File: config.mk
export PLATFORM = sky130hd
export DESIGN_NAME = debugRegAccess
export DESIGN_NICKNAME = d
export VERILOG_FILES = /design/src/hw/debugPkg.sv /design/src/hw/regDecoder.sv /design/src/hw/sizeChecker.sv /design/src/hw/accessSequencer.sv /design/src/hw/debugRegAccess.sv
export VERILOG_INCLUDE_DIRS = /design/src /design/src/include
export SDC_FILE = /design/constraint.sdc
export NUM_CORES = 1
export LEC_CHECK = 0
export ABC_AREA = 1
export BUFFER_PORTS_ARGS = -buffer_cell sky130_fd_sc_hd__buf_2
export CAP_MARGIN = 20
export CORE_MARGIN = 1.5
export CORE_UTILIZATION = 58
export DETAILED_ROUTE_END_ITERATION = 7
export HOLD_SLACK_MARGIN = 0.05
export PLACE_DENSITY = 0.81
export SLEW_MARGIN = 20
export SYNTH_ARGS = -nofsm -noshare
export SYNTH_HDL_FRONTEND = slang
export SYNTH_SLANG_ARGS = --single-unit
File: constraint.sdc
create_clock -name clk -period 7.8 [get_ports clk]
set_input_delay 0.39 -clock clk [delete_from_list [all_inputs] [get_ports clk]]
set_output_delay 0.39 -clock clk [all_outputs]
set_load 0.005 [all_outputs]
File: src/include/debugRegNo.svh
// Register numbers for abstract register access: CSRs, GPRs, FPRs and scan-chain fields
`ifndef DEBUG_REG_NO_SVH
`define DEBUG_REG_NO_SVH

// Floating-point CSRs
`define FFLAGS_REGNO        16'h0001
`define FRM_REGNO           16'h0002
`define FCSR_REGNO          16'h0003

// Supervisor CSRs
`define SSTATUS_REGNO       16'h0100
`define SIE_REGNO           16'h0104
`define STVEC_REGNO         16'h0105
`define SCOUNTEREN_REGNO    16'h0106
`define SSCRATCH_REGNO      16'h0140
`define SIP_REGNO           16'h0144
`define SATP_REGNO          16'h0180

// Machine trap setup and handling
`define MSTATUS_REGNO       16'h0300
`define MCOUNTEREN_REGNO    16'h0306
`define MSCRATCH_REGNO      16'h0340
`define MIP_REGNO           16'h0344

// Debug mode CSRs
`define DCSR_REGNO          16'h07B0
`define DPC_REGNO           16'h07B1

// Read-only counters and machine info
`define CYCLE_REGNO         16'h0C00
`define INSTRET_REGNO       16'h0C02
`define MVENDORID_REGNO     16'h0F11
`define MCONFIGPTR_REGNO    16'h0F15

// Integer and floating-point register files
`define X0_REGNO            16'h1000
`define X15_REGNO           16'h100F
`define X16_REGNO           16'h1010
`define X31_REGNO           16'h101F
`define FP0_REGNO           16'h1020
`define FP31_REGNO          16'h103F

// Memory-stage debug scan chain fields, in chain order
`define TRAPM_REGNO         16'hC000
`define PCM_REGNO           16'hC001
`define INSTRM_REGNO        16'hC002
`define MEMRWM_REGNO        16'hC003
`define INSTRVALIDM_REGNO   16'hC004
`define WRITEDATAM_REGNO    16'hC005
`define IEUADRM_REGNO       16'hC006
`define READDATAM_REGNO     16'hC007

`endif

File: src/hw/debugPkg.sv
// Shared types for the debug abstract register access path
`default_nettype none

package debugPkg;

  // Width of every data and mask word, equal to LLEN
  localparam int MAXLEN = 64;

  typedef logic [15:0]       regNoT;
  typedef logic [2:0]        aarSizeT;
  typedef logic [9:0]        scanLenT;
  typedef logic [11:0]       regAddrT;
  typedef logic [MAXLEN-1:0] regWordT;

  ////////////////////////////////////////////////////////////////////////////
  // Command and decode records
  ////////////////////////////////////////////////////////////////////////////

  // One access-register command as issued by the debugger
  typedef struct packed {
    regNoT   regNo;
    aarSizeT aarSize;
    logic    transfer;
    logic    write;
  } debugCmdT;

  // Decoder result for one register number
  typedef struct packed {
    logic    gpReg;
    logic    fpReg;
    logic    csReg;
    logic    invalid;
    logic    readOnly;
    scanLenT scanChainLen;
    scanLenT shiftCount;
    regAddrT regAddr;
    regWordT fieldMask;
  } regInfoT;

  ////////////////////////////////////////////////////////////////////////////
  // Encodings
  ////////////////////////////////////////////////////////////////////////////

  // Abstract command error codes
  typedef enum logic [2:0] {
    errNone         = 3'd0,
    errBusy         = 3'd1,
    errNotSupported = 3'd2,
    errException    = 3'd3
  } cmdErrT;

  typedef enum logic [1:0] {
    idle,
    shift,
    finish
  } seqStateT;

endpackage

`default_nettype wire

File: src/hw/regDecoder.sv
// Register decoder: maps a register number to class, validity, shift count and field mask
`default_nettype none

module regDecoder import debugPkg::*; #(
  parameter int XLEN            = 64,
  parameter int FLEN            = 64,
  parameter bit ZICSR_SUPPORTED = 1'b1,
  parameter bit E_SUPPORTED     = 1'b0,
  parameter bit FP_SUPPORTED    = 1'b1,
  parameter bit A_SUPPORTED     = 1'b1,
  parameter bit BPRED_SUPPORTED = 1'b0
) (
  input  regNoT   regNo,
  output regInfoT info
);
  `include "debugRegNo.svh"

  ////////////////////////////////////////////////////////////////////////////
  // Scan chain layout
  ////////////////////////////////////////////////////////////////////////////

  // Field lengths, zero where the field is absent from the chain
  localparam int trapmLen      = ZICSR_SUPPORTED ? 1 : 0;
  localparam int pcmLen        = (ZICSR_SUPPORTED | BPRED_SUPPORTED) ? XLEN : 0;
  localparam int instrmLen     = (ZICSR_SUPPORTED | A_SUPPORTED) ? 32 : 0;
  localparam int memrwmLen     = 2;
  localparam int instrValidLen = 1;
  localparam int writeDataLen  = XLEN;
  localparam int ieuAdrLen     = XLEN;
  localparam int readDataLen   = MAXLEN;
  localparam int chainLen      = MAXLEN - 1 + trapmLen + pcmLen + instrmLen + memrwmLen
                                 + instrValidLen + writeDataLen + ieuAdrLen + readDataLen;

  // Running end offset of each field
  localparam int trapmIdx      = trapmLen;
  localparam int pcmIdx        = trapmIdx + pcmLen;
  localparam int instrmIdx     = pcmIdx + instrmLen;
  localparam int memrwmIdx     = instrmIdx + memrwmLen;
  localparam int instrValidIdx = memrwmIdx + instrValidLen;
  localparam int writeDataIdx  = instrValidIdx + writeDataLen;
  localparam int ieuAdrIdx     = writeDataIdx + ieuAdrLen;
  localparam int readDataIdx   = ieuAdrIdx + readDataLen;

  localparam scanLenT xlenShift = scanLenT'(XLEN - 1);
  localparam scanLenT flenShift = (FLEN > 0) ? scanLenT'(FLEN - 1) : '0;

  localparam regWordT xlenMask = {MAXLEN{1'b1}} >> (MAXLEN - XLEN);
  localparam regWordT flenMask = {MAXLEN{1'b1}} >> (MAXLEN - FLEN);

  assign info.regAddr = regNo[11:0];
  assign info.scanChainLen = (info.csReg | info.gpReg) ? scanLenT'(XLEN) :
                             info.fpReg ? scanLenT'(FLEN) : scanLenT'(chainLen);

  // Class, validity and shift count
  always_comb begin
    info.gpReg      = 1'b0;
    info.fpReg      = 1'b0;
    info.csReg      = 1'b0;
    info.invalid    = 1'b0;
    info.readOnly   = 1'b0;
    info.shiftCount = xlenShift;
    case (regNo) inside
      [`DCSR_REGNO:`DPC_REGNO]: begin
        info.csReg = 1'b1;
      end
      [`FFLAGS_REGNO:`FCSR_REGNO]: begin
        info.csReg   = 1'b1;
        info.invalid = ~(ZICSR_SUPPORTED & FP_SUPPORTED);
      end
      [`SSTATUS_REGNO:`SCOUNTEREN_REGNO],
      [`SSCRATCH_REGNO:`SIP_REGNO],
      `SATP_REGNO,
      [`MSTATUS_REGNO:`MCOUNTEREN_REGNO],
      [`MSCRATCH_REGNO:`MIP_REGNO]: begin
        info.csReg   = 1'b1;
        info.invalid = ~ZICSR_SUPPORTED;
      end
      // Counters and machine info are read only
      [`CYCLE_REGNO:`INSTRET_REGNO],
      [`MVENDORID_REGNO:`MCONFIGPTR_REGNO]: begin
        info.csReg    = 1'b1;
        info.invalid  = ~ZICSR_SUPPORTED;
        info.readOnly = 1'b1;
      end
      [`X0_REGNO:`X15_REGNO]: begin
        info.gpReg = 1'b1;
      end
      // Upper half of the register file is absent on RV32E
      [`X16_REGNO:`X31_REGNO]: begin
        info.gpReg   = 1'b1;
        info.invalid = E_SUPPORTED;
      end
      [`FP0_REGNO:`FP31_REGNO]: begin
        info.fpReg      = 1'b1;
        info.invalid    = ~FP_SUPPORTED;
        info.shiftCount = flenShift;
      end
      `TRAPM_REGNO: begin
        info.shiftCount = scanLenT'(chainLen - trapmIdx);
        info.invalid    = ~ZICSR_SUPPORTED;
        info.readOnly   = 1'b1;
      end
      `PCM_REGNO: begin
        info.shiftCount = scanLenT'(chainLen - pcmIdx);
        info.invalid    = ~(ZICSR_SUPPORTED | BPRED_SUPPORTED);
      end
      `INSTRM_REGNO: begin
        info.shiftCount = scanLenT'(chainLen - instrmIdx);
        info.invalid    = ~(ZICSR_SUPPORTED | A_SUPPORTED);
      end
      `MEMRWM_REGNO:      info.shiftCount = scanLenT'(chainLen - memrwmIdx);
      `INSTRVALIDM_REGNO: info.shiftCount = scanLenT'(chainLen - instrValidIdx);
      `WRITEDATAM_REGNO:  info.shiftCount = scanLenT'(chainLen - writeDataIdx);
      `IEUADRM_REGNO:     info.shiftCount = scanLenT'(chainLen - ieuAdrIdx);
      `READDATAM_REGNO: begin
        info.shiftCount = scanLenT'(chainLen - readDataIdx);
        info.readOnly   = 1'b1;
      end
      default: begin
        info.shiftCount = '0;
        info.invalid    = 1'b1;
      end
    endcase
  end

  // Valid bits of the addressed field
  always_comb begin
    case (regNo) inside
      `TRAPM_REGNO,
      `INSTRVALIDM_REGNO:       info.fieldMask = regWordT'(1'b1);
      `INSTRM_REGNO:            info.fieldMask = regWordT'(32'hFFFF_FFFF);
      `MEMRWM_REGNO:            info.fieldMask = regWordT'(2'b11);
      `READDATAM_REGNO:         info.fieldMask = {MAXLEN{1'b1}};
      [`FP0_REGNO:`FP31_REGNO]: info.fieldMask = flenMask;
      default:                  info.fieldMask = xlenMask;
    endcase
  end

endmodule

`default_nettype wire

File: src/hw/sizeChecker.sv
// Access size checker: validates aarSize against the configured widths and builds the size mask
`default_nettype none

module sizeChecker import debugPkg::*; #(
  parameter int XLEN = 64,
  parameter int FLEN = 64
) (
  input  debugCmdT cmd,
  output logic     sizeBad,
  output regWordT  sizeMask
);

  // Largest size code understood by this debug module
  localparam aarSizeT size64 = 3'd3;

  // A 64-bit access needs at least one 64-bit register file
  localparam bit has64 = (XLEN == 64) || (FLEN == 64);

  logic sizeTooLarge;
  logic wide64;
  logic noWide;

  ////////////////////////////////////////////////////////////////////////////
  // Size legality
  ////////////////////////////////////////////////////////////////////////////

  // 128-bit and larger codes are never supported
  assign sizeTooLarge = cmd.aarSize > size64;
  assign wide64 = cmd.aarSize == size64;
  assign noWide = wide64 & ~has64;

  // Size only matters when the command moves data
  assign sizeBad = cmd.transfer & (sizeTooLarge | noWide);

  ////////////////////////////////////////////////////////////////////////////
  // Size mask
  ////////////////////////////////////////////////////////////////////////////

  // Low word always passes, the upper word only for a 64-bit access
  always_comb begin
    sizeMask = '0;
    sizeMask[31:0] = '1;
    if (wide64) begin
      sizeMask[MAXLEN-1:32] = '1;
    end
  end

endmodule

`default_nettype wire

File: src/hw/accessSequencer.sv
// Access sequencer: raises command errors and runs the scan shift for one abstract command
`default_nettype none

module accessSequencer import debugPkg::*; (
  input  logic     clk,
  input  logic     rstN,
  input  logic     cmdValid,
  input  debugCmdT cmd,
  input  regInfoT  info,
  input  logic     sizeBad,
  input  regWordT  sizeMask,
  input  regWordT  writeData,
  input  logic     scanIn,
  output logic     busy,
  output logic     cmdDone,
  output cmdErrT   cmdErr,
  output regWordT  readData,
  output logic     scanEn,
  output logic     scanWrite,
  output logic     scanOut
);

  seqStateT state;
  seqStateT stateNext;

  // Command context held for the whole shift
  debugCmdT cmdQ;
  regInfoT  infoQ;
  regWordT  sizeMaskQ;

  scanLenT  count;
  regWordT  capShift;
  regWordT  capNext;
  regWordT  wrShift;
  regWordT  effMask;
  logic [6:0] fieldLen;
  logic     accept;
  logic     cmdBad;
  logic     lastShift;

  function automatic logic [6:0] countOnes(regWordT word);
    logic [6:0] ones;
    ones = '0;
    for (int i = 0; i < MAXLEN; i++) begin
      ones = ones + 7'(word[i]);
    end
    return ones;
  endfunction

  assign accept = cmdValid & (state == idle);
  assign cmdBad = cmd.transfer & (info.invalid | sizeBad | (cmd.write & info.readOnly));

  assign effMask  = infoQ.fieldMask & sizeMaskQ;
  assign fieldLen = countOnes(effMask);
  assign lastShift = (state == shift) && (count == '0);

  ////////////////////////////////////////////////////////////////////////////
  // Control FSM
  ////////////////////////////////////////////////////////////////////////////

  always_comb begin
    stateNext = state;
    case (state)
      idle: begin
        if (accept) begin
          stateNext = (cmd.transfer & ~cmdBad) ? shift : finish;
        end
      end
      shift: begin
        if (count == '0) begin
          stateNext = finish;
        end
      end
      default: stateNext = idle;
    endcase
  end

  always_ff @(posedge clk or negedge rstN) begin
    if (!rstN) begin
      state    <= idle;
      count    <= '0;
      cmdErr   <= errNone;
      readData <= '0;
    end else begin
      state <= stateNext;
      if (accept) begin
        count    <= info.shiftCount;
        cmdErr   <= cmdBad ? errNotSupported : errNone;
        readData <= '0;
      end else if (state == shift) begin
        count <= count - 1'b1;
      end
      // Newest bit sits at the top, so drop the unused low part and mask
      if (lastShift) begin
        readData <= (capNext >> (MAXLEN - fieldLen)) & effMask;
      end
    end
  end

  ////////////////////////////////////////////////////////////////////////////
  // Scan data path
  ////////////////////////////////////////////////////////////////////////////

  assign capNext = {scanIn, capShift[MAXLEN-1:1]};

  always_ff @(posedge clk) begin
    if (accept) begin
      cmdQ      <= cmd;
      infoQ     <= info;
      sizeMaskQ <= sizeMask;
      wrShift   <= writeData & info.fieldMask & sizeMask;
    end else if (scanWrite) begin
      wrShift <= wrShift >> 1;
    end
    if (scanEn) begin
      capShift <= capNext;
    end
  end

  assign busy    = state == shift;
  assign scanEn  = state == shift;
  assign cmdDone = state == finish;

  // Field occupies the final fieldLen shift cycles
  assign scanWrite = scanEn & cmdQ.write & (count < {3'b000, fieldLen});
  assign scanOut   = scanWrite & wrShift[0];

endmodule

`default_nettype wire

File: src/hw/debugRegAccess.sv
// Abstract register access top level: decoder, size checker and access sequencer
`default_nettype none

module debugRegAccess import debugPkg::*; #(
  parameter int XLEN            = 64,
  parameter int FLEN            = 64,
  parameter bit ZICSR_SUPPORTED = 1'b1,
  parameter bit E_SUPPORTED     = 1'b0,
  parameter bit FP_SUPPORTED    = 1'b1,
  parameter bit A_SUPPORTED     = 1'b1,
  parameter bit BPRED_SUPPORTED = 1'b0
) (
  input  logic       clk,
  input  logic       rstN,
  input  logic       cmdValid,
  input  debugCmdT   cmd,
  input  regWordT    writeData,
  input  logic       scanIn,
  output logic       busy,
  output logic       cmdDone,
  output cmdErrT     cmdErr,
  output regWordT    readData,
  output regAddrT    regAddr,
  // {csReg, fpReg, gpReg}
  output logic [2:0] regClass,
  output logic       scanEn,
  output logic       scanOut,
  output logic       scanWrite
);

  regInfoT info;
  logic    sizeBad;
  regWordT sizeMask;

  assign regAddr  = info.regAddr;
  assign regClass = {info.csReg, info.fpReg, info.gpReg};

  regDecoder #(
    .XLEN(XLEN), .FLEN(FLEN), .ZICSR_SUPPORTED(ZICSR_SUPPORTED), .E_SUPPORTED(E_SUPPORTED),
    .FP_SUPPORTED(FP_SUPPORTED), .A_SUPPORTED(A_SUPPORTED), .BPRED_SUPPORTED(BPRED_SUPPORTED)
  ) decoder (.regNo(cmd.regNo), .info(info));

  sizeChecker #(.XLEN(XLEN), .FLEN(FLEN)) sizeCheck (
    .cmd(cmd), .sizeBad(sizeBad), .sizeMask(sizeMask)
  );

  accessSequencer sequencer (
    .clk(clk), .rstN(rstN), .cmdValid(cmdValid), .cmd(cmd), .info(info),
    .sizeBad(sizeBad), .sizeMask(sizeMask), .writeData(writeData), .scanIn(scanIn),
    .busy(busy), .cmdDone(cmdDone), .cmdErr(cmdErr), .readData(readData),
    .scanEn(scanEn), .scanWrite(scanWrite), .scanOut(scanOut)
  );

endmodule

`default_nettype wire

==> results.md, run 1 <==
* CTS HTree Levels at 1
* Final ANT Viol Nets at 0
* Peak supply drop at 0.000167 V
* Number of max-cap violations at 0
* Die Y at 146 um
* FMAX at 0.144 GHz
* Yosys top cell area share at 33.6%
* Post-route clock period utilization at 88.9%
* Worst-path cell chain: ha_1 -> nor2_1 -> a21oi_1 -> fa_1 -> inv_1 -> fa_1 -> fa_1 -> inv_1 -> fa_1 -> ha_1 -> nand2_1 -> inv_1 -> nand2_1 -> nand2_1 -> nand2_1 -> nand2_1 -> inv_1 -> ha_1 -> nand3_1 -> nor2_1 -> nor4_1 -> nand4_1 -> nand2_2 -> buf_4
* Run status: completed
* CP max-delay cell: edfxtp_1
* Post-CTS Setup Bufs at 0
* DR vias/cell at 5.85
* Final #Nets at 1,659
* Clock transition at path regs at 0.06 ns
* # diodes at 0
* Initial Utilization at 59.8%
* CP startpoint kind: register
* Multi-input logic area at 4970 um2
* Ys flop type: edfxtp_1
* Filler cells at 1,618
* WHS Endpoint: sequencer.cmdQ[0]
* Vias in the first global route at 10,100
* Pin count of the biggest net entering global routing at 127
* Clock Skews at 0.0258 ns
* First-pass GRT wire length at 49,500 um
* Rows at 51
* Hold wc startpoint: cmd[0]
* Final Hold Fails at 0
* RePlAce Congestion at 0.898
* TritonRoute pass-1 iters at 5
* Detailed Place HPWL at 19,400 um
* Initial antenna violation count at 0
* CP max stage delay at 0.95 ns
* Iter 0 DRT Violations at 1,194
* Worst Setup End Kind: register
* Die area at 21,200 um2
* Max-slew headroom at 27.3%
* Lkg Pwr at 6.43 nW
* Worst setup path startpoint: sequencer.infoQ[31]
* PortBufs at 173
* Count of pins over their slew limit at 0
* Total GRT Usage at 28.3%
* Crit path DAT at 7.10 ns
* Register area at 5890 um2
* Area of the core at 19,700 um2
* Library cells used by synthesis at 39
* Yosys warns at 0
* WL/cell at 16.4 um
* Post-synth EDFFs at 132
* CTS tree: yes
* Hold depth at 1
* DRC at 0
* CP max FO at 42
* CTS root buffer: clkbuf_16
* Count leader, synth: nand3_1
* Sink Count at 209
* Via count at 10,700
* Synth top cells by count: nand3_1 (417), nand2_1 (332), edfxtp_1 (132)
* CP most frequent cell: nand2_1
* Hold_ws at 0.104 ns
* Final Setup Violations at 0
* IO Count at 176
* Clk_lat worst skew at 0.53 ns
* Worst EP required at 7.97 ns
* Share of layout cells above drive strength 1 at 15.7%
* RR Startpoint: sequencer.infoQ[31]
* Ranking of synthesized cells by area: edfxtp_1 (34%), nand3_1 (18%), dfrtp_1 (16%), nand2_1 (11%), o21ai_0 (3.5%)
* FF+latch count, synth at 209
* Yosys top cell by area: edfxtp_1
* Reg2Reg Depth at 24
* Area growth, synth to finish at 13.2%
* Clock Path Buffers at 3
* Worst Tran Pin Value at 1.09 ns
* Power density over cell area at 198 nW/um2
* Hold WC Path Type: primary input to register
* RSZ-0062 raised after global routing: no
* Syn Area/Cell at 8.22 um2
* Critical setup path kind: register to register
* Setup TNS at 0 ns
* Reg2Reg Setup Slack at 0.86 ns
* WL final at 29,900 um
* Die X at 146 um
* Sequential share of the synthesized area at 50.0%
* Ys async rst share at 36.8%
* Post-Syn Area at 11,800 um2
* Min Tclk post-route at 6.94 ns
* Post-synthesis cell count at 1,434
* GRT overflow at 0
* Num CTS Buffers at 23
* RR Endpoint: sequencer.wrShift[18]
[kinds of logic (layout without fill, tap and decap cells)]
logic type	count (synthesis)	after routing	share of synthesized area (%)
AND/OR/NAND/NOR	833	833	31.5
other	1	2	0.0318
AO/OA/AOI/OAI	137	137	6.05
flip-flops	209	209	50.0
buffers and inverters	218	339	8.22
adder cells (fa/ha/maj)	31	31	3.74
XOR/XNOR	5	5	0.435
[flip-flops by register name, summed over array words and instances, names as in the netlist]
signal               flops
sequencer.readData      64
sequencer.wrShift       64
sequencer.capShift      63
sequencer.count         10
sequencer.infoQ          3
sequencer.state          2
sequencer.cmdErr         1
sequencer.cmdQ           1
sequencer.sizeMaskQ      1
[critical path: cells and delay by family (launching register included)]
| kind | cells | cell delay (ns) |
|---|---|---|
| AND/OR/NAND/NOR | 11 | 1.69 |
| flip-flops | 1 | 0.95 |
| buffers and inverters | 5 | 0.81 |
| adder cells (fa/ha/maj) | 7 | 3.02 |
| AO/OA/AOI/OAI | 1 | 0.09 |
[per-stage QoR]
step	power [mW]	area, um2	std cells	util [%]	worst slack [ns]
CTS	2.64	13300	1817	67.2	0.966
detailed placement	1.62	12500	1775	63.6	1.01
global route	2.75	13300	1821	67.6	0.390
floorplan	1.53	11800	1435	-	1.00
global placement	1.61	12500	1774	63.6	1.29
finish	2.64	13300	1821	67.6	0.865
[placed cells by master, fill, tap and decap left out, types with 2 or more instances in the layout]
cell type,n
o21bai_1,3
clkinv_1,6
or2_2,3
nor2_1,54
edfxtp_1,132
nor2_2,4
dfrtp_1,77
nand2_2,3
nor3_1,7
conb_1,2
nand2_1,330
ha_1,24
xor2_1,2
clkinv_2,6
clkbuf_8,4
fa_1,7
o21ai_0,83
inv_2,6
o21ai_1,3
inv_1,101
nand3_1,417
nand4_1,8
buf_4,10
nor4_1,2
buf_2,172
a21oi_1,40
clkbuf_1,3
buf_6,3
clkbuf_16,23
o211ai_1,2
[what timing repair did]
item	CTS	global route
endpoints found under the hold margin	0	77
hold buffers	0	1
resized for setup	0	0
[area by class of cell]
cell class	instances	share of cell area [%]
Sequential cell	209	44.2
Multi-Input combinational cell	1008	37.2
Timing Repair Buffer	188	7.66
Clock buffer	30	4.81
Inverter	109	3.08
Tap cell	265	2.49
Clock inverter	12	0.544
[how the worst max path moves through the flow]
stage,slack [ns],cells past startpoint,endpoint
CTS,0.97,25,sequencer.wrShift[21]
detailed placement,1.01,24,sequencer.wrShift[27]
finish,0.86,24,sequencer.wrShift[18]
floorplan,1.00,27,sequencer.wrShift[0]
global placement,1.29,25,sequencer.wrShift[15]
global route,0.39,24,sequencer.wrShift[34]
[power breakdown]
group,switching [mW],total [mW],internal (mW)
Sequential,0.0189,1.24,1.22
Clock,0.441,1.02,0.583
Combinational,0.251,0.375,0.124
Total,0.711,2.64,1.92
[layer usage]
| metal | up-vias | part of all wire, % | track usage, % |
|---|---|---|---|
| met2 | 589 | 48 | 46.6 |
| met3 | 89 | 9.0 | 4.36 |
| met4 | 0 | 4.1 | 12.9 |
| met5 | - | 0 | 0 |
| li1 | 5078 | - | - |
| met1 | 4895 | 39 | 37.2 |
Note: power is estimated with default switching activity, not from simulation.
==> run 2: changes to the inputs <==
==> constraint.sdc (replaced) <==
create_clock -name clk -period 7.8 [get_ports clk]
set_input_delay 1.17 -clock clk [delete_from_list [all_inputs] [get_ports clk]]
set_output_delay 1.17 -clock clk [all_outputs]
set_load 0.005 [all_outputs]
==> results.md, run 2 (synthesis results as in run 1) <==
* First-pass GRT wire length at 48,900 um (-1.2%)
* Worst EP required at 6.63 ns (-1.34 ns)
* GRT overflow at 0 (unchanged)
* Lkg Pwr at 6.43 nW (about the same)
* Setup TNS at 0 ns (unchanged)
* Die area at 21,200 um2 (unchanged)
* Pre-CTS setup slack at 0.892 ns (-0.114 ns)
* Num CTS Buffers at 23 (unchanged)
* CP startpoint kind: register
* Max-slew headroom at 23.0% (-4.3 points)
* Min Tclk post-route at 7.24 ns (+0.308 ns)
* DR vias/cell at 5.83 (-0.30%)
* Iter 0 DRT Violations at 1,015 (-15%)
* Total GRT Usage at 28.0% (-0.36 points)
* RePlAce Congestion at 0.891 (-0.78%)
* Share of layout cells above drive strength 1 at 15.6% (-0.098 points)
* Count of pins over their slew limit at 0 (unchanged)
* Initial antenna violation count at 0 (unchanged)
* TritonRoute pass-1 iters at 5 (unchanged)
* Post-route clock period utilization at 92.9% (+4.0 points)
* IO Count at 176 (unchanged)
* Die Y at 146 um (unchanged)
* Number of max-cap violations at 0 (unchanged)
* CTS tree: yes
* Worst Tran Pin Value at 1.15 ns (+0.0631 ns)
* Vias in the first global route at 9,888 (-2.2%)
* Via count at 10,600 (-0.46%)
* Initial Utilization at 59.8% (unchanged)
* Detailed Place HPWL at 19,700 um (+1.5%)
* CTS root buffer: clkbuf_16
* FMAX at 0.138 GHz (-4.3%)
* WL/cell at 16.3 um (-0.62%)
* Non-filler cells, final at 1,818 (-0.16%)
* Power density over cell area at 201 nW/um2 (+1.6%)
* Area of the core at 19,700 um2 (unchanged)
* CP max stage delay at 0.56 ns (-0.39 ns)
* Final Cell Area at 13,400 um2 (+0.29%)
* Rows at 51 (unchanged)
* Multi-input logic area at 4970 um2 (+0.10%)
* Final ANT Viol Nets at 0 (unchanged)
* Most frequent cells in the layout: nand3_1 (417), nand2_1 (330), buf_2 (172)
* Cts repair resizes at 0 (unchanged)
* Clk_lat worst skew at 0.51 ns (-0.02 ns)
* Final Hold Fails at 0 (unchanged)
* CP max-delay cell: fa_1
* Clock Skews at 0.0108 ns (-0.0150 ns)
* Register area at 5890 um2 (unchanged)
* Crit path DAT at 6.07 ns (-1.03 ns)
* Filler cells at 1,578 (-2.5%)
* CP max FO at 12 (-71%)
* PortBufs at 173 (unchanged)
* DRC at 0 (unchanged)
* Hold WC Path Type: register to register
* Area growth, synth to finish at 13.5%
* Clock transition at path regs at 0.06 ns (about the same)
* Peak supply drop at 0.000180 V (+8.1%)
* Most common cell after layout, fill and taps aside: nand3_1
* Clock Path Buffers at 3 (unchanged)
* Die X at 146 um (unchanged)
* RSZ-0062 raised after global routing: no
* Post-Place Cells at 1,774 (-0.056%)
* Dpl cell area at 12,600 um2 (+0.21%)
* Worst Setup End Kind: primary output
* Largest registers: sequencer.readData: 64 flops, sequencer.wrShift: 64 flops, sequencer.capShift: 63 flops
* Setup ws final at 0.557 ns (-0.308 ns)
* Sink Count at 209 (unchanged)
* Run status: completed
* CP most frequent cell: nand2_1
* Final #Nets at 1,657 (-0.12%)
* CTS HTree Levels at 1 (unchanged)
* Final Setup Violations at 0 (unchanged)
* Critical setup path kind: register to primary output
* WL final at 29,600 um (-0.78%)
* # diodes at 0 (unchanged)
* Pin count of the biggest net entering global routing at 127 (unchanged)
[run 2: changes by cell type in the layout (fill, tap and decap cells not counted), moves of 2 or more]
cell and delta:
clkbuf_1 +3, clkinv_1 -3, buf_12 +2, buf_6 -2, bufinv_16 +2, clkinv_2 -2
[run 2: what timing repair did]
item / in CTS / in global routing
endpoints found under the setup margin: 0 / 2
buffers inserted: 0 / 1
hold buffers: 0 / 0
[run 2: per-layer routing]
layer	routed length [um]	vias to the layer above	part of all wire (%)	track usage, %
met4	897	0	3.0	9.08
met5	0	-	0	0
li1	-	5077	-	-
met3	2510	74	8.5	4.86
met2	14500	543	49	47.2
met1	11700	4908	40	36.8
[run 2: report_power, final]
part / internal (mW) / switching [mW] / total (mW)
clock network: 0.636 / 0.436 / 1.07
registers: 1.22 / 0.0195 / 1.24
logic: 0.126 / 0.251 / 0.376
[run 2: area by class of cell]
cell class	instances	area share [%]
multi-input combinational	1008	37.2
inverter	109	3.07
clock buffer	32	4.78
tap	265	2.48
clock inverter	9	0.720
sequential	209	44.0
timing repair buffer	186	7.74
[run 2: worst paths after layout]
| kind | startpoint | endpoint | slack (ns) | cells after the start |
|---|---|---|---|---|
| min | sequencer.capShift[2] | sequencer.capShift[1] | 0.46 | 0 |
| min reg2reg | sequencer.capShift[2] | sequencer.capShift[1] | 0.46 | 0 |
| max in group asynchronous | rstN | sequencer.count[5] | 6.58 | 1 |
| max | sequencer.infoQ[62] | scanOut | 0.56 | 26 |
| min in group asynchronous | rstN | sequencer.count[0] | 0.67 | 1 |
| max reg2reg | sequencer.infoQ[62] | sequencer.wrShift[21] | 1.38 | 26 |
[run 2: critical path, delay by kind of cell (launching register included)]
kind	cells	cell delay (ns)
XOR/XNOR	1	0.17
adder cells (fa/ha/maj)	7	2.92
AND/OR/NAND/NOR	12	1.66
buffers and inverters	6	0.45
flip-flops	1	0.39
[run 2: per-stage QoR]
step | hold slack (ns) | power (mW) | util [%]
floorplan | 0.426 | 1.53 | -
global placement | 0.435 | 1.61 | 63.6
detailed placement | 0.454 | 1.63 | 63.8
CTS | 0.470 | 2.69 | 67.5
global route | 0.486 | 2.79 | 67.8
finish | 0.463 | 2.69 | 67.8
==> run 3: changes to the inputs <==
--- a/config.mk
+++ b/config.mk
@@ -13,6 +13,7 @@
 export CORE_UTILIZATION = 58
 export DETAILED_ROUTE_END_ITERATION = 7
 export HOLD_SLACK_MARGIN = 0.05
+export MAX_ROUTING_LAYER = met4
 export PLACE_DENSITY = 0.81
 export SLEW_MARGIN = 20
 export SYNTH_ARGS = -nofsm -noshare
==> constraint.sdc (replaced) <==
create_clock -name clk -period 7.06 [get_ports clk]
set_input_delay 1.059 -clock clk [delete_from_list [all_inputs] [get_ports clk]]
set_output_delay 1.059 -clock clk [all_outputs]
set_load 0.005 [all_outputs]
==> results.md, run 3 (synthesis results as in run 1) <==
* Rows at 51 (unchanged)
* Hold wc startpoint: sequencer.capShift[2]
* Final #Nets at 1,665 (+0.48%)
* Pin count of the biggest net entering global routing at 78 (-39%)
* Vias in the first global route at 10,000 (+1.6%)
* Final Setup Violations at 0 (unchanged)
* Sink Count at 209 (unchanged)
* Crit path DAT at 5.82 ns (-0.25 ns)
* Initial antenna violation count at 0 (unchanged)
* Detailed Place HPWL at 19,700 um (+0.31%)
* Initial Utilization at 59.8% (unchanged)
* Clock transition at path regs at 0.06 ns (about the same)
* Area growth, synth to finish at 14.0%
* Power density over cell area at 225 nW/um2 (+12%)
* First-pass GRT wire length at 49,300 um (+0.64%)
* Reg2Reg Depth at 27 (+3.8%)
* Hold_ws at 0.458 ns (-0.00571 ns)
* Lkg Pwr at 6.47 nW (+0.64%)
* Area of the core at 19,700 um2 (unchanged)
* Worst EP required at 6.00 ns (-0.63 ns)
* GRT overflow at 0 (unchanged)
* Hold-fix buffers, CTS at 0 (unchanged)
* Worst Tran Pin Value at 1.12 ns (-0.0343 ns)
* Largest registers: sequencer.readData: 64 flops, sequencer.wrShift: 64 flops, sequencer.capShift: 63 flops
* Number of max-cap violations at 0 (unchanged)
* Via count at 10,700 (+1.1%)
* PortBufs at 173 (unchanged)
* Die X at 146 um (unchanged)
* Num CTS Buffers at 23 (unchanged)
* Final Hold Fails at 0 (unchanged)
* RR Startpoint: sequencer.infoQ[1]
* Iter 0 DRT Violations at 1,128 (+11%)
* WL/cell at 16.5 um (+0.97%)
* Final ANT Viol Nets at 0 (unchanged)
* Filler cells at 1,581 (+0.19%)
* Clock Path Buffers at 3 (unchanged)
* Critical setup path kind: register to primary output
* TritonRoute pass-1 iters at 6 (+1)
* Die area at 21,200 um2 (unchanged)
* Total GRT Usage at 29.0% (+1.0 points)
* Clk_lat worst skew at 0.52 ns (about the same)
* IO Count at 176 (unchanged)
* Share of layout cells above drive strength 1 at 16.5% (+0.82 points)
* RePlAce Congestion at 0.897 (+0.64%)
* Die Y at 146 um (unchanged)
* RR Endpoint: sequencer.wrShift[17]
* CP max FO at 6 (-6)
* Most frequent cells in the layout: nand3_1 (417), nand2_1 (328), buf_2 (172)
* Clock Skews at 0.0245 ns (+0.0137 ns)
* Worst Setup End Kind: primary output
* Max-slew headroom at 25.3% (+2.3 points)
* CP startpoint kind: register
* # diodes at 0 (unchanged)
* WHS Endpoint: sequencer.capShift[1]
* WL final at 30,100 um (+1.4%)
* Run status: completed
* Most common cell after layout, fill and taps aside: nand3_1
* CTS root buffer: clkbuf_16
* CTS tree: yes
* Non-filler cells, final at 1,826 (+0.44%)
* DRC at 0 (unchanged)
* FMAX at 0.145 GHz
* Reg2Reg Setup Slack at 1.17 ns (-0.21 ns)
* Hold WC Path Type: register to register
* Post-route clock period utilization at 97.4%
* Count of pins over their slew limit at 0 (unchanged)
* Hold depth at 0 (unchanged)
* DR vias/cell at 5.87 (+0.66%)
* Post-Place Cells at 1,778 (+0.23%)
* Final Total Pwr at 3.03 mW (+13%)
* Peak supply drop at 0.000230 V (+28%)
* CTS HTree Levels at 1 (unchanged)
* Min Tclk post-route at 6.88 ns
[run 3: cell count changes in the layout (fill, tap and decap cells not counted), sizes merged]
cell | before | now
buf | 186 | 194
clkbuf | 32 | 34
clkinv | 7 | 6
inv | 108 | 107
[run 3: worst max-delay path, cell delays in order (launching register included)]
cell      delay (ns)
edfxtp_1        0.48
inv_2           0.16
nor2_1          0.07
ha_1            0.29
inv_1           0.07
xor2_1          0.18
fa_1            0.54
inv_1           0.05
fa_1            0.50
fa_1            0.54
inv_1           0.05
fa_1            0.46
ha_1            0.29
nand2_1         0.06
inv_1           0.06
nand2_1         0.05
nand2_1         0.06
nand2_1         0.07
nand2_2         0.11
inv_1           0.06
ha_1            0.27
nand3_1         0.11
nor2_1          0.05
nor4_1          0.19
nand4_1         0.14
buf_4           0.18
nor2_1          0.09
buf_2           0.14
[run 3: final cells by class]
cell class	count	area [um2]	share of cell area, %
Clock buffer	34	698	5.20
Clock inverter	7	85.1	0.633
Timing Repair Buffer	194	1050	7.79
Inverter	109	412	3.06
Tap cell	265	332	2.47
Multi-Input combinational cell	1008	4970	37.0
Sequential cell	209	5890	43.9
[run 3: per-layer routing]
metal	share of wire (%)	GRT usage, %	vias up	wire (um)
met5	0	-	-	0
met1	40	36.8	4999	11900
met4	3.4	10.1	0	1010
met2	49	47.5	551	14600
met3	8.5	4.55	82	2550
li1	-	-	5087	-
[run 3: stage by stage]
step / area [um2] / setup slack, ns / TNS [ns] / util, %
CTS: 13400 / 0.0376 / 0 / 67.8
floorplan: 11800 / 0.261 / 0 / -
global placement: 12600 / 0.654 / 0 / 63.7
finish: 13400 / 0.181 / 0 / 68.1
detailed placement: 12600 / 0.470 / 0 / 63.8
global route: 13400 / -0.0996 / -0.0996 / 68.1
[run 3: worst max-delay path by stage]
stage	start	to	cells after the start	slack, ns
2_1_floorplan	sequencer.infoQ[31]	sequencer.wrShift[0]	27	0.26
3_3_place_gp	sequencer.infoQ[62]	scanOut	26	0.65
3_5_place_dp	sequencer.infoQ[62]	scanOut	26	0.47
4_1_cts	sequencer.infoQ[1]	scanOut	26	0.04
5_1_grt	sequencer.infoQ[1]	scanOut	27	-0.1
6_report	sequencer.infoQ[1]	scanOut	27	0.18
[run 3: where the power goes]
part	total, mW	switching (mW)	internal, mW
combinational	0.419	0.279	0.140
sequential	1.37	0.0208	1.34
clock	1.24	0.489	0.754
total	3.03	0.789	2.24
[run 3: what timing repair did]
action	4_1_cts	5_1_grt
buffers inserted	0	7
pin swaps	0	2
resized for setup	1	3
endpoints found under the setup margin	1	2
